===== src/rtl/alu_pkg.sv =====
/*
 * elastic integer operator unit, shared types
 * operand and shift widths, opcode encoding, default pipeline depth
 */
package alu_pkg;

	// ------------------------------
	// data widths
	// ------------------------------
	localparam int DATA_W = 32;

	typedef logic [DATA_W-1:0] word_t;

	// only the low bits of the right operand steer a shift
	localparam int SHAMT_W = 5;

	typedef logic [SHAMT_W-1:0] shamt_t;

	// ------------------------------
	// opcodes
	// ------------------------------
	typedef enum logic [3:0] {
		OP_ADD  = 4'd0,
		OP_SUB  = 4'd1,
		OP_MUL  = 4'd2,
		OP_AND  = 4'd3,
		OP_OR   = 4'd4,
		OP_XOR  = 4'd5,
		OP_SHL  = 4'd6,
		OP_LSHR = 4'd7,
		OP_ASHR = 4'd8,
		OP_EQ   = 4'd9,
		OP_NE   = 4'd10,
		OP_ULT  = 4'd11,
		OP_ULE  = 4'd12,
		OP_SLT  = 4'd13,
		OP_SLE  = 4'd14
	} alu_op_t;

	// latency of the operator pipeline, output buffer included
	localparam int MUL_STAGES_DEF = 4;

endpackage

===== src/rtl/op_channel_if.sv =====
/*
 * joined operand token, from the operand join into the operator pipeline
 */
`timescale 1ns/1ps

interface op_channel_if import alu_pkg::*; ();

	logic valid;
	logic ready;
	alu_op_t op;
	word_t lhs;
	word_t rhs;

	// join side presents the token
	modport src (
		output valid, op, lhs, rhs,
		input ready
	);

	// pipeline side accepts it
	modport dst (
		input valid, op, lhs, rhs,
		output ready
	);

endinterface


===== src/rtl/elastic_alu.sv =====
/*
 * elastic integer operator unit, top level
 * operand join, operator pipeline and result buffer
 */
`timescale 1ns/1ps

module elastic_alu import alu_pkg::*; #(
	parameter int mul_stages = MUL_STAGES_DEF
) (
	input logic clk,
	input logic rst,
	input word_t lhs,
	input alu_op_t lhs_op,
	input logic lhs_valid,
	output logic lhs_ready,
	input word_t rhs,
	input logic rhs_valid,
	output logic rhs_ready,
	output word_t result,
	output logic result_valid,
	input logic result_ready
);

	logic pipe_valid;
	logic pipe_ready;
	word_t pipe_res;

	op_channel_if tok ();

	operand_join u_operand_join (
		.clk(clk),
		.rst(rst),
		.lhs(lhs),
		.lhs_op(lhs_op),
		.lhs_valid(lhs_valid),
		.lhs_ready(lhs_ready),
		.rhs(rhs),
		.rhs_valid(rhs_valid),
		.rhs_ready(rhs_ready),
		.tok(tok.src)
	);

	alu_pipeline #(
		.mul_stages(mul_stages)
	) u_alu_pipeline (
		.clk(clk),
		.rst(rst),
		.tok(tok.dst),
		.res_valid(pipe_valid),
		.res(pipe_res),
		.res_ready(pipe_ready)
	);

	output_buffer u_output_buffer (
		.clk(clk),
		.rst(rst),
		.in_valid(pipe_valid),
		.in_data(pipe_res),
		.in_ready(pipe_ready),
		.out_valid(result_valid),
		.out_data(result),
		.out_ready(result_ready)
	);

endmodule


===== src/rtl/output_buffer.sv =====
/*
 * opaque half buffer on the result channel, one register stage
 */
`timescale 1ns/1ps

module output_buffer import alu_pkg::*; (
	input logic clk,
	input logic rst,
	input logic in_valid,
	input word_t in_data,
	output logic in_ready,
	output logic out_valid,
	output word_t out_data,
	input logic out_ready
);

	// room when empty or when the held result leaves this cycle
	assign in_ready = ~out_valid | out_ready;

	always_ff @(posedge clk or posedge rst) begin
		if (rst) begin
			out_valid <= 1'b0;
		end else if (in_ready) begin
			out_valid <= in_valid;
		end
	end

	always_ff @(posedge clk) begin
		if (in_valid && in_ready) begin
			out_data <= in_data;
		end
	end

endmodule


===== src/rtl/alu_pipeline.sv =====
/*
 * operator pipeline, fixed latency for every opcode
 * early result rides alongside the multiplier and is picked at the end
 */
`timescale 1ns/1ps

module alu_pipeline import alu_pkg::*; #(
	parameter int mul_stages = MUL_STAGES_DEF
) (
	input logic clk,
	input logic rst,
	op_channel_if.dst tok,
	output logic res_valid,
	output word_t res,
	input logic res_ready
);

	localparam int DEPTH = mul_stages - 1;

	logic ce;
	word_t early;
	word_t product;
	logic [DEPTH-1:0] valid_q;
	alu_op_t op_q [DEPTH];
	word_t early_q [DEPTH];

	// whole pipe stalls together, bubbles included
	assign ce = res_ready;
	assign tok.ready = ce;

	int_alu_comb u_int_alu_comb (
		.op(tok.op),
		.lhs(tok.lhs),
		.rhs(tok.rhs),
		.res(early)
	);

	mul_pipe #(
		.mul_stages(mul_stages)
	) u_mul_pipe (
		.clk(clk),
		.ce(ce),
		.a(tok.lhs),
		.b(tok.rhs),
		.p(product)
	);

	// ------------------------------
	// stage registers
	// ------------------------------
	always_ff @(posedge clk or posedge rst) begin
		if (rst) begin
			valid_q <= '0;
		end else if (ce) begin
			valid_q[0] <= tok.valid;
			for (int i = 1; i < DEPTH; i++) begin
				valid_q[i] <= valid_q[i-1];
			end
		end
	end

	always_ff @(posedge clk) begin
		if (ce) begin
			op_q[0] <= tok.op;
			early_q[0] <= early;
			for (int i = 1; i < DEPTH; i++) begin
				op_q[i] <= op_q[i-1];
				early_q[i] <= early_q[i-1];
			end
		end
	end

	// final select, product only for mul
	assign res_valid = valid_q[DEPTH-1];
	assign res = (op_q[DEPTH-1] == OP_MUL) ? product : early_q[DEPTH-1];

endmodule


===== src/rtl/operand_join.sv =====
/*
 * operand join, merges the left and right channels into one token
 * a transparent half buffer keeps the input readies off the stall path
 */
`timescale 1ns/1ps

module operand_join import alu_pkg::*; (
	input logic clk,
	input logic rst,
	input word_t lhs,
	input alu_op_t lhs_op,
	input logic lhs_valid,
	output logic lhs_ready,
	input word_t rhs,
	input logic rhs_valid,
	output logic rhs_ready,
	op_channel_if.src tok
);

	logic join_valid;
	logic full;
	alu_op_t held_op;
	word_t held_lhs;
	word_t held_rhs;

	// token exists only once both sides have arrived
	assign join_valid = lhs_valid & rhs_valid;

	// an idle side is always ready; a waiting side goes with its partner
	assign lhs_ready = ~lhs_valid | (rhs_valid & ~full);
	assign rhs_ready = ~rhs_valid | (lhs_valid & ~full);

	// ------------------------------
	// transparent half buffer
	// ------------------------------
	assign tok.valid = join_valid | full;
	assign tok.op = full ? held_op : lhs_op;
	assign tok.lhs = full ? held_lhs : lhs;
	assign tok.rhs = full ? held_rhs : rhs;

	// slot fills when a presented token is refused downstream
	always_ff @(posedge clk or posedge rst) begin
		if (rst) begin
			full <= 1'b0;
		end else begin
			full <= tok.valid & ~tok.ready;
		end
	end

	// follow the inputs while empty, freeze once full
	always_ff @(posedge clk) begin
		if (!full) begin
			held_op <= lhs_op;
			held_lhs <= lhs;
			held_rhs <= rhs;
		end
	end

endmodule


===== src/rtl/mul_pipe.sv =====
/*
 * pipelined multiplier, low word of the product
 * partial products in the first stage, sum and delay after that
 */
`timescale 1ns/1ps

module mul_pipe import alu_pkg::*; #(
	parameter int mul_stages = MUL_STAGES_DEF
) (
	input logic clk,
	input logic ce,
	input word_t a,
	input word_t b,
	output word_t p
);

	localparam int DEPTH = mul_stages - 1;
	localparam int HALF = DATA_W / 2;

	word_t pp_low_q;
	logic [HALF-1:0] pp_cross_q;
	word_t sum;

	// high half times high half falls outside the low word
	always_ff @(posedge clk) begin
		if (ce) begin
			pp_low_q <= a[HALF-1:0] * b[HALF-1:0];
			pp_cross_q <= a[HALF-1:0] * b[DATA_W-1:HALF] + a[DATA_W-1:HALF] * b[HALF-1:0];
		end
	end

	assign sum = pp_low_q + {pp_cross_q, {HALF{1'b0}}};

	generate
		if (DEPTH == 1) begin : g_single
			assign p = sum;
		end else begin : g_chain
			word_t prod_q [DEPTH-1];

			always_ff @(posedge clk) begin
				if (ce) begin
					prod_q[0] <= sum;
					for (int i = 1; i < DEPTH - 1; i++) begin
						prod_q[i] <= prod_q[i-1];
					end
				end
			end

			assign p = prod_q[DEPTH-2];
		end
	endgenerate

endmodule


===== src/rtl/int_alu_comb.sv =====
/*
 * single cycle integer operations on one token
 * arithmetic, bitwise logic, shifts and compares
 */
`timescale 1ns/1ps

module int_alu_comb import alu_pkg::*; (
	input alu_op_t op,
	input word_t lhs,
	input word_t rhs,
	output word_t res
);

	shamt_t shamt;

	// larger amounts wrap onto the low bits
	assign shamt = rhs[SHAMT_W-1:0];

	always_comb begin
		res = '0;
		case (op)
			OP_ADD: res = lhs + rhs;
			OP_SUB: res = lhs - rhs;
			OP_AND: res = lhs & rhs;
			OP_OR: res = lhs | rhs;
			OP_XOR: res = lhs ^ rhs;
			OP_SHL: res = lhs << shamt;
			OP_LSHR: res = lhs >> shamt;
			// sign bit fills from the left
			OP_ASHR: res = $signed(lhs) >>> shamt;
			// compares leave a flag in bit 0, upper bits stay clear
			OP_EQ: res[0] = (lhs == rhs);
			OP_NE: res[0] = (lhs != rhs);
			OP_ULT: res[0] = (lhs < rhs);
			OP_ULE: res[0] = (lhs <= rhs);
			OP_SLT: res[0] = ($signed(lhs) < $signed(rhs));
			OP_SLE: res[0] = ($signed(lhs) <= $signed(rhs));
			// product comes from the multiplier pipe
			default: res = '0;
		endcase
	end

endmodule


===== config.mk =====
export PLATFORM = sky130hd
export DESIGN_NAME = elastic_alu
export DESIGN_NICKNAME = d
export VERILOG_FILES = /design/src/rtl/alu_pkg.sv /design/src/rtl/op_channel_if.sv /design/src/rtl/elastic_alu.sv /design/src/rtl/output_buffer.sv /design/src/rtl/alu_pipeline.sv /design/src/rtl/operand_join.sv /design/src/rtl/mul_pipe.sv /design/src/rtl/int_alu_comb.sv
export SDC_FILE = /design/constraint.sdc
export NUM_CORES = 2
export LEC_CHECK = 0
export BUFFER_PORTS_ARGS = -buffer_cell sky130_fd_sc_hd__buf_2
export CAP_MARGIN = 40
export CELL_PAD_IN_SITES_DETAIL_PLACEMENT = 1
export CELL_PAD_IN_SITES_GLOBAL_PLACEMENT = 1
export CORE_MARGIN = 2
export CORE_UTILIZATION = 40
export DETAILED_ROUTE_END_ITERATION = 16
export MAX_ROUTING_LAYER = met4
export PLACE_DENSITY_LB_ADDON = 0.1
export SYNTH_ARGS = -nofsm -noshare
export SYNTH_HDL_FRONTEND = slang
export SYNTH_HIERARCHICAL = 1
export SYNTH_SLANG_ARGS = --single-unit
export TNS_END_PERCENT = 1

===== constraint.sdc =====
create_clock -name clk -period 19.31 [get_ports clk]
set_input_delay 0.9655 -clock clk [delete_from_list [all_inputs] [get_ports clk]]
set_output_delay 0.9655 -clock clk [all_outputs]
set_load 0.02 [all_outputs]

[Yosys cells after proc, flatten, opt, wreduce, memory -nomap -nowiden]
Memories as Yosys holds them, arrays and structs flattened.
Cells that the tools add are included.
Storage, ports and cells
  bits in registers: 153
  bits in writable memories: 172
  input bits: 73
  word-level logic and storage cells: 68
  memories kept: 3
Cells by class
  add/sub/neg operators: 4
  $mul: 3
  $lt $le $gt $ge: 4
  equal/unequal tests: 16
  shift operators: 3
  mux-type cells: 8
  bitwise logic cells: 16
  reduce and logical (&&, ||, !) cells: 2
Memories
  u_alu_pipeline.early_q: words 3, bits a word 32, rd ports 3, clocked after Yosys merged registers in 0, write ports 3, line alu_pipeline.sv:25  | word_t early_q [DEPTH];
  u_alu_pipeline.u_mul_pipe.g_chain.prod_q: words 2, bits a word 32, rd ports 2, clocked after Yosys merged registers in 0, write ports 2, line mul_pipe.sv:38  | word_t prod_q [DEPTH-1];
  u_alu_pipeline.op_q: words 3, bits a word 4, rd ports 3, clocked after Yosys merged registers in 0, write ports 3, line alu_pipeline.sv:24  | alu_op_t op_q [DEPTH];
Operators by type and width (number)
  $pmux 31 s8: 1
  $mux 32: 3
  $add 32x32->32: 2
  $le 32x32->1: 2
  $lt 32x32->1: 2
  $and 32x32->32: 1
  $eq 32x32->1: 1
  $mul 16x16->16: 2
  $mul 16x16->32: 1
  $ne 32x32->1: 1
  $or 32x32->32: 1
  $shl 32x5->32: 1
  $shr 32x5->32: 1
  $sshr 32x5->32: 1
  $sub 32x32->32: 1
  $xor 32x32->32: 1
  $eq 4x4->1 const B: 7
  $add 16x16->16: 1
  $eq 4x3->1 const B: 4
  $pmux 1 s14: 1
  $eq 4x2->1 const B: 2
  $not 1->1: 5
  $and 1x1->1: 4
  $eq 4x1->1 const B: 1
  other kinds (5): 9

[Longest topological paths before layout]
  word-level depth: 4
  gate-level depth with buffers: 28
  depth with buffers taken out: 24

[Hierarchy]
Netlist, hierarchy kept.
Modules (own cells, without submodules)
  mul_pipe: times used 1, cells each 2085, area an instance 20509.7 um^2, seq. area each 3363.2 um^2
  int_alu_comb: times used 1, cells each 1352, area an instance 8789.7 um^2, seq. area each 0.0 um^2
  alu_pipeline: times used 1, cells each 152, area an instance 3781.1 um^2, seq. area each 3318.2 um^2
  operand_join: times used 1, cells each 152, area an instance 2588.7 um^2, seq. area each 1386.3 um^2
  output_buffer: times used 1, cells each 37, area an instance 1018.5 um^2, seq. area each 985.9 um^2

[Worst setup path after synthesis]
OpenSTA, ideal clock, no wires.
  kind: input-to-reg
  start point: input port lhs[4]
  end point: register u_alu_pipeline.u_mul_pipe.pp_cross_q[15], data pin
  arrival time: 7.108 ns
  data required time: 19.050 ns
  setup slack: 11.942 ns
  stages: 26
  cells stage by stage: mux2_4 -> clkbuf_1 -> clkbuf_1 -> and2_1 -> fa_1 -> inv_1 -> fa_1 -> fa_1 -> inv_1 -> ha_1 -> inv_1 -> fa_1 -> inv_1 -> fa_1 -> inv_1 -> fa_1 -> inv_1 -> fa_1 -> ha_1 -> a21boi_0 -> o21ai_0 -> nand2b_1 -> a21o_1 -> a41o_1 -> o41a_1 -> xnor2_1
On the way
  word-level cells in the longest chain between the ends: 3
Ends and longest elaborated chain
  start, declared: line elastic_alu.sv:12  | input word_t lhs,
  $mux 32: line operand_join.sv:38  | assign tok.lhs = full ? held_lhs : lhs;
  $mul 16x16->16: line mul_pipe.sv:28  | pp_cross_q <= a[HALF-1:0] * b[DATA_W-1:HALF] + a[DATA_W-1:HALF] * b[HALF-1:0];
  $add 16x16->16: line mul_pipe.sv:28
  end signal, assigned: line mul_pipe.sv:28
  end, declared: line mul_pipe.sv:21  | logic [HALF-1:0] pp_cross_q;
No other way between the ends.
A chain may end at the register's enable or synchronous reset.

[Worst setup path in the final report]
  start point: register u_operand_join.full
  end point: register u_alu_pipeline.u_mul_pipe.pp_cross_q[15], data pin
On the way
  word-level cells in the longest chain between the ends: 3
  elaborated cells on any way between the ends: 5
Ends and longest elaborated chain
  start, declared: line operand_join.sv:21  | logic full;
  start signal, assigned: line operand_join.sv:46  | full <= tok.valid & ~tok.ready;
  $mux 32: line operand_join.sv:38
  via tok.lhs[3]: line op_channel_if.sv:11  | word_t lhs;
  $mul 16x16->16: line mul_pipe.sv:28
  $add 16x16->16: line mul_pipe.sv:28
The timed path passes the listed nets, and every way through them passes these cells.

==> results by stage <==
Drt:
- The residual DRC count is 0.
- The vias per cell is ~5.6.
- The first-iteration detailed-routing DRC count is 2,123.
- The first TritonRoute pass finished after 6 iterations.
- The via count is around 28,000.
- In this run the remaining antenna-violating nets after routing total 0.
- The routed design has 126,000 um of wire.
- Dividing the detail-routed wire length by the instance count gives 25.5 um.

Synth:
- The number of unique standard cell types used by synthesis is between 90 and 100.
- Yosys mapped a number of flops with a built-in enable equal to 252.
- Summing the areas of all compound-gate instances in the mapped netlist gives a little under an eighth of the synthesized area.
- The fraction of the mapped netlist area in simple logic gates is 13.9%.
- After synthesis, the cell types taking the most area are sky130_fd_sc_hd__fa_1, sky130_fd_sc_hd__edfxtp_1, sky130_fd_sc_hd__ha_1.
- After synthesis, the share of flip-flops with an asynchronous set or reset is 1.54%.
- The share of the yosys chip area belonging to registers is about a quarter.
- The share of the synthesized area in the top cell type is about a fifth.
- The most frequently used flop master after synthesis is sky130_fd_sc_hd__edfxtp_1.
- The share of the synthesized netlist area taken by xor and xnor gates is under 10%.
- Of all cell types, the one taking the most synthesized area is sky130_fd_sc_hd__fa_1.
- Summing the areas of all fa, ha and maj instances in the mapped netlist gives 31.4% of the synthesized area.
- The synthesized netlist cell count is 3,778.
- For this run, the number of Yosys warnings is 6.
- The total nets after synthesis is 4,542.
- The combinational family with the most area after synthesis is adder cells.
- The portion of synthesized area spent on multiplexers is 7.32%.
- The area of the mapped netlist is around 37,000 um2.
- After synthesis the netlist holds a flip-flop and latch count of 325.
- The average cell area after synthesis is 9.71 um2.

Timing:
- For the final database, setup skew stands at 0.0567 ns.
- The clock period minus final worst setup slack is between 8 and 9 ns.
- Headroom to the max-slew limit came out at 27.5%.
- The final worst-path cycle share is 43.6%.
- The count of endpoints failing hold in the final timing report came to 0.
- The transition time of the tightest slew-check pin is 1.09 ns.
- The number of pins exceeding their max-slew limit in the final report was 0.
- The final total negative setup slack is 0 ns.
- Setup repair after global routing left no endpoint under its margin.
- Setup violations remaining at the end of the flow were counted as 0.
- The maximum clock frequency is 119 MHz.

Global route:
- The maximum number of pins on one net before global-route repair is 181.
- The first global-routing pass estimated 188,000 um of wire.
- The total congestion overflow is 0.
- In the global route stage, overall resource usage came out at 27.6%.
- The number of antenna violations at the first check in global routing is 12.
- The number of global-route vias before repair is 28,686.

Die:
- The number of rows in the core area is 111.
- The starting density of the core is 40.2%.
- The overall die area is 94,200 um2.
- The count of pins on the block boundary is between 100 and 150.
- The vertical die dimension is 307 um.
- The core region is around 91,000 um2.
- The floorplan step set the die width to 307 um.

Final layout:
- The net count of the finished layout is 4,488.
- The total of fill cells in the finished design is ~10,000.
- The share of post-route cells with drive strength above 1 is 9.47%.
- The footprint of the multi-input gates is 24,500 um2.
- From synthesis to final layout, the design area changed by 6.58%.
- The area used by sequential logic in the layout is about 9000 um2.
- The area of all placed cells without fillers is 39,100 um2.

Critical path:
- In this run the worst path has a maximum fanout of 40.
- The data arrival time of the worst path is ~8.8 ns.
- The largest single stage delay on the critical path is 0.85 ns.
- The most prevalent standard cell on the critical path is sky130_fd_sc_hd__fa_1.
- On the critical path the largest part of the delay comes from adder cells.
- The total buffers and inverters traversed by the critical path is 7.
- The cell with the largest stage delay on the worst path is sky130_fd_sc_hd__dfrtp_4.
- The startpoint type of the worst setup path is a register.
- The sort of element at the end of the critical path is a register.
- The required time of the critical path is around 20 ns.
- The worst setup path is of the register to register kind.

Placed design:
- The cell area after placement is 37,800 um2.
- Input and output buffers added on the ports amount to 107.
- The placed wire-length estimate is 93,000 um.
- Routability-driven placement finished with a final weighted congestion of 0.987.

Run status:
- The flow ran to the end, and the final reports show no timing, DRC or antenna violations.

Clock network:
- Clock tree synthesis selected as its root buffer the cell sky130_fd_sc_hd__clkbuf_16.
- The clock tree from TritonCTS is built.
- Clock tree synthesis found a total of 325 sinks.
- The clock reaches the later pin of the worst-skew pair after 0.64 ns.
- The clock edge transition at the registers on the reported setup and hold paths is ~0.060 ns.
- The count of instances resized after the clock tree is built is 0.
- The post-CTS setup buffer count is 0.
- The number of clock buffers added by TritonCTS is 38.
- The hold-fix buffer count after cts is 0.
- In this run the number of H-tree levels came out at 2.
- The clock passes through at most 3 buffers.

Worst hold path:
- The class of the tightest hold or removal check is primary input to asynchronous set/reset pin.

Flow run:
- Max-cap violations in this run came to 0.
## synth_stat cells, drive strengths merged (22+ instances only)
| master | n |
|---|---|
| mux2i | 57 |
| and2 | 278 |
| mux4 | 22 |
| fa | 381 |
| mux2 | 121 |
| nor3 | 30 |
| xnor2 | 88 |
| o21ai | 144 |
| ha | 310 |
| inv | 526 |
| nand2 | 395 |
| a211oi | 40 |
| a21oi | 158 |
| nand3 | 40 |
| o21bai | 28 |
| edfxtp | 252 |
| a21o | 28 |
| dfxtp | 68 |
| o211ai | 26 |
| clkbuf | 147 |
| nor2 | 210 |
| buf | 87 |
## layer usage
metal | vias up | GRT usage (%) | wire length [um]
met5 | - | - | 0
met4 | 0 | 9.20 | 4350
met3 | 153 | 3.16 | 6510
met2 | 755 | 42.9 | 58200
met1 | 14405 | 37.5 | 57000
li1 | 12471 | - | -
## final timing paths
path                                                    start  slack [ns]  depth (start not counted)                                       end
worst min-delay path                                      rst        0.22                          2                 u_output_buffer/out_valid
worst max register to register            u_operand_join/full       10.89                         25  u_alu_pipeline/u_mul_pipe/pp_cross_q[15]
max in group asynchronous                                 rst       18.89                          2                 u_alu_pipeline/valid_q[0]
min in group clk                u_alu_pipeline/early_q[0][35]        0.39                          0             u_alu_pipeline/early_q[0][67]
worst min register to register  u_alu_pipeline/early_q[0][35]        0.39                          0             u_alu_pipeline/early_q[0][67]
worst max-delay path                      u_operand_join/full       10.89                         25  u_alu_pipeline/u_mul_pipe/pp_cross_q[15]
## logic make-up after synthesis
logic type                 after synthesis
and+or+nand+nor                       1058
buffers and inverters                  762
adders and majority gates              691
AOI/OAI and AO/OA                      633
DFF                                    325
muxes                                  200
xor gates and xnor gates               109
## cell usage in the layout (no fill, tap or decap), types with 46 or more instances in the layout
master / netlist / layout
sky130_fd_sc_hd__xnor2_1: 88 / 88
sky130_fd_sc_hd__fa_1: 381 / 381
sky130_fd_sc_hd__and2_1: 277 / 277
sky130_fd_sc_hd__o21ai_0: 136 / 136
sky130_fd_sc_hd__nand2_1: 395 / 394
sky130_fd_sc_hd__edfxtp_1: 252 / 252
sky130_fd_sc_hd__mux2_2: 46 / 46
sky130_fd_sc_hd__nor2_1: 210 / 210
sky130_fd_sc_hd__mux2i_1: 57 / 57
sky130_fd_sc_hd__mux2_4: 68 / 68
sky130_fd_sc_hd__ha_1: 310 / 310
sky130_fd_sc_hd__buf_2: 22 / 109
sky130_fd_sc_hd__inv_1: 524 / 524
sky130_fd_sc_hd__a21oi_1: 157 / 157
sky130_fd_sc_hd__dfxtp_1: 68 / 68
## through the flow
| step | cells | util (%) | hold WS, ns | setup WS (ns) |
|---|---|---|---|---|
| 2_1_floorplan | 3778 | - | 0.400 | 11.94 |
| 3_3_place_gp | 4866 | 41.4 | 0.402 | 11.01 |
| 3_5_place_dp | 4869 | 41.4 | 0.406 | 10.88 |
| 4_1_cts | 4935 | 42.8 | 0.198 | 10.86 |
| 5_1_grt | 4940 | 42.8 | 0.201 | 10.61 |
| 6_report | 4944 | 42.9 | 0.217 | 10.89 |
## sequential cells by signal, summed over array words and instances (netlist names), 3 cells and up
name and flops:
u_alu_pipeline/early_q 96, u_alu_pipeline/op_q 12, u_alu_pipeline/u_mul_pipe/g_chain.prod_q 64, u_alu_pipeline/u_mul_pipe/pp_cross_q 16, u_alu_pipeline/u_mul_pipe/pp_low_q 32, u_alu_pipeline/valid_q 3
u_operand_join/held_lhs 32, u_operand_join/held_op 4, u_operand_join/held_rhs 32, u_output_buffer/out_data 32
## final cells by class
cell class                 count  share of cell area [%]
multi-input combinational   2691                    62.6
sequential                   325                    23.2
inverter                     528                    5.07
tap                         1186                    3.79
clock buffer                  50                    2.61
timing repair buffer         140                    2.02
clock inverter                16                   0.653
antenna                        8                  0.0512
Power is left out: the tool's default activity adds up to more than one toggle a clock period on the data nets, which glitch-free logic cannot reach.
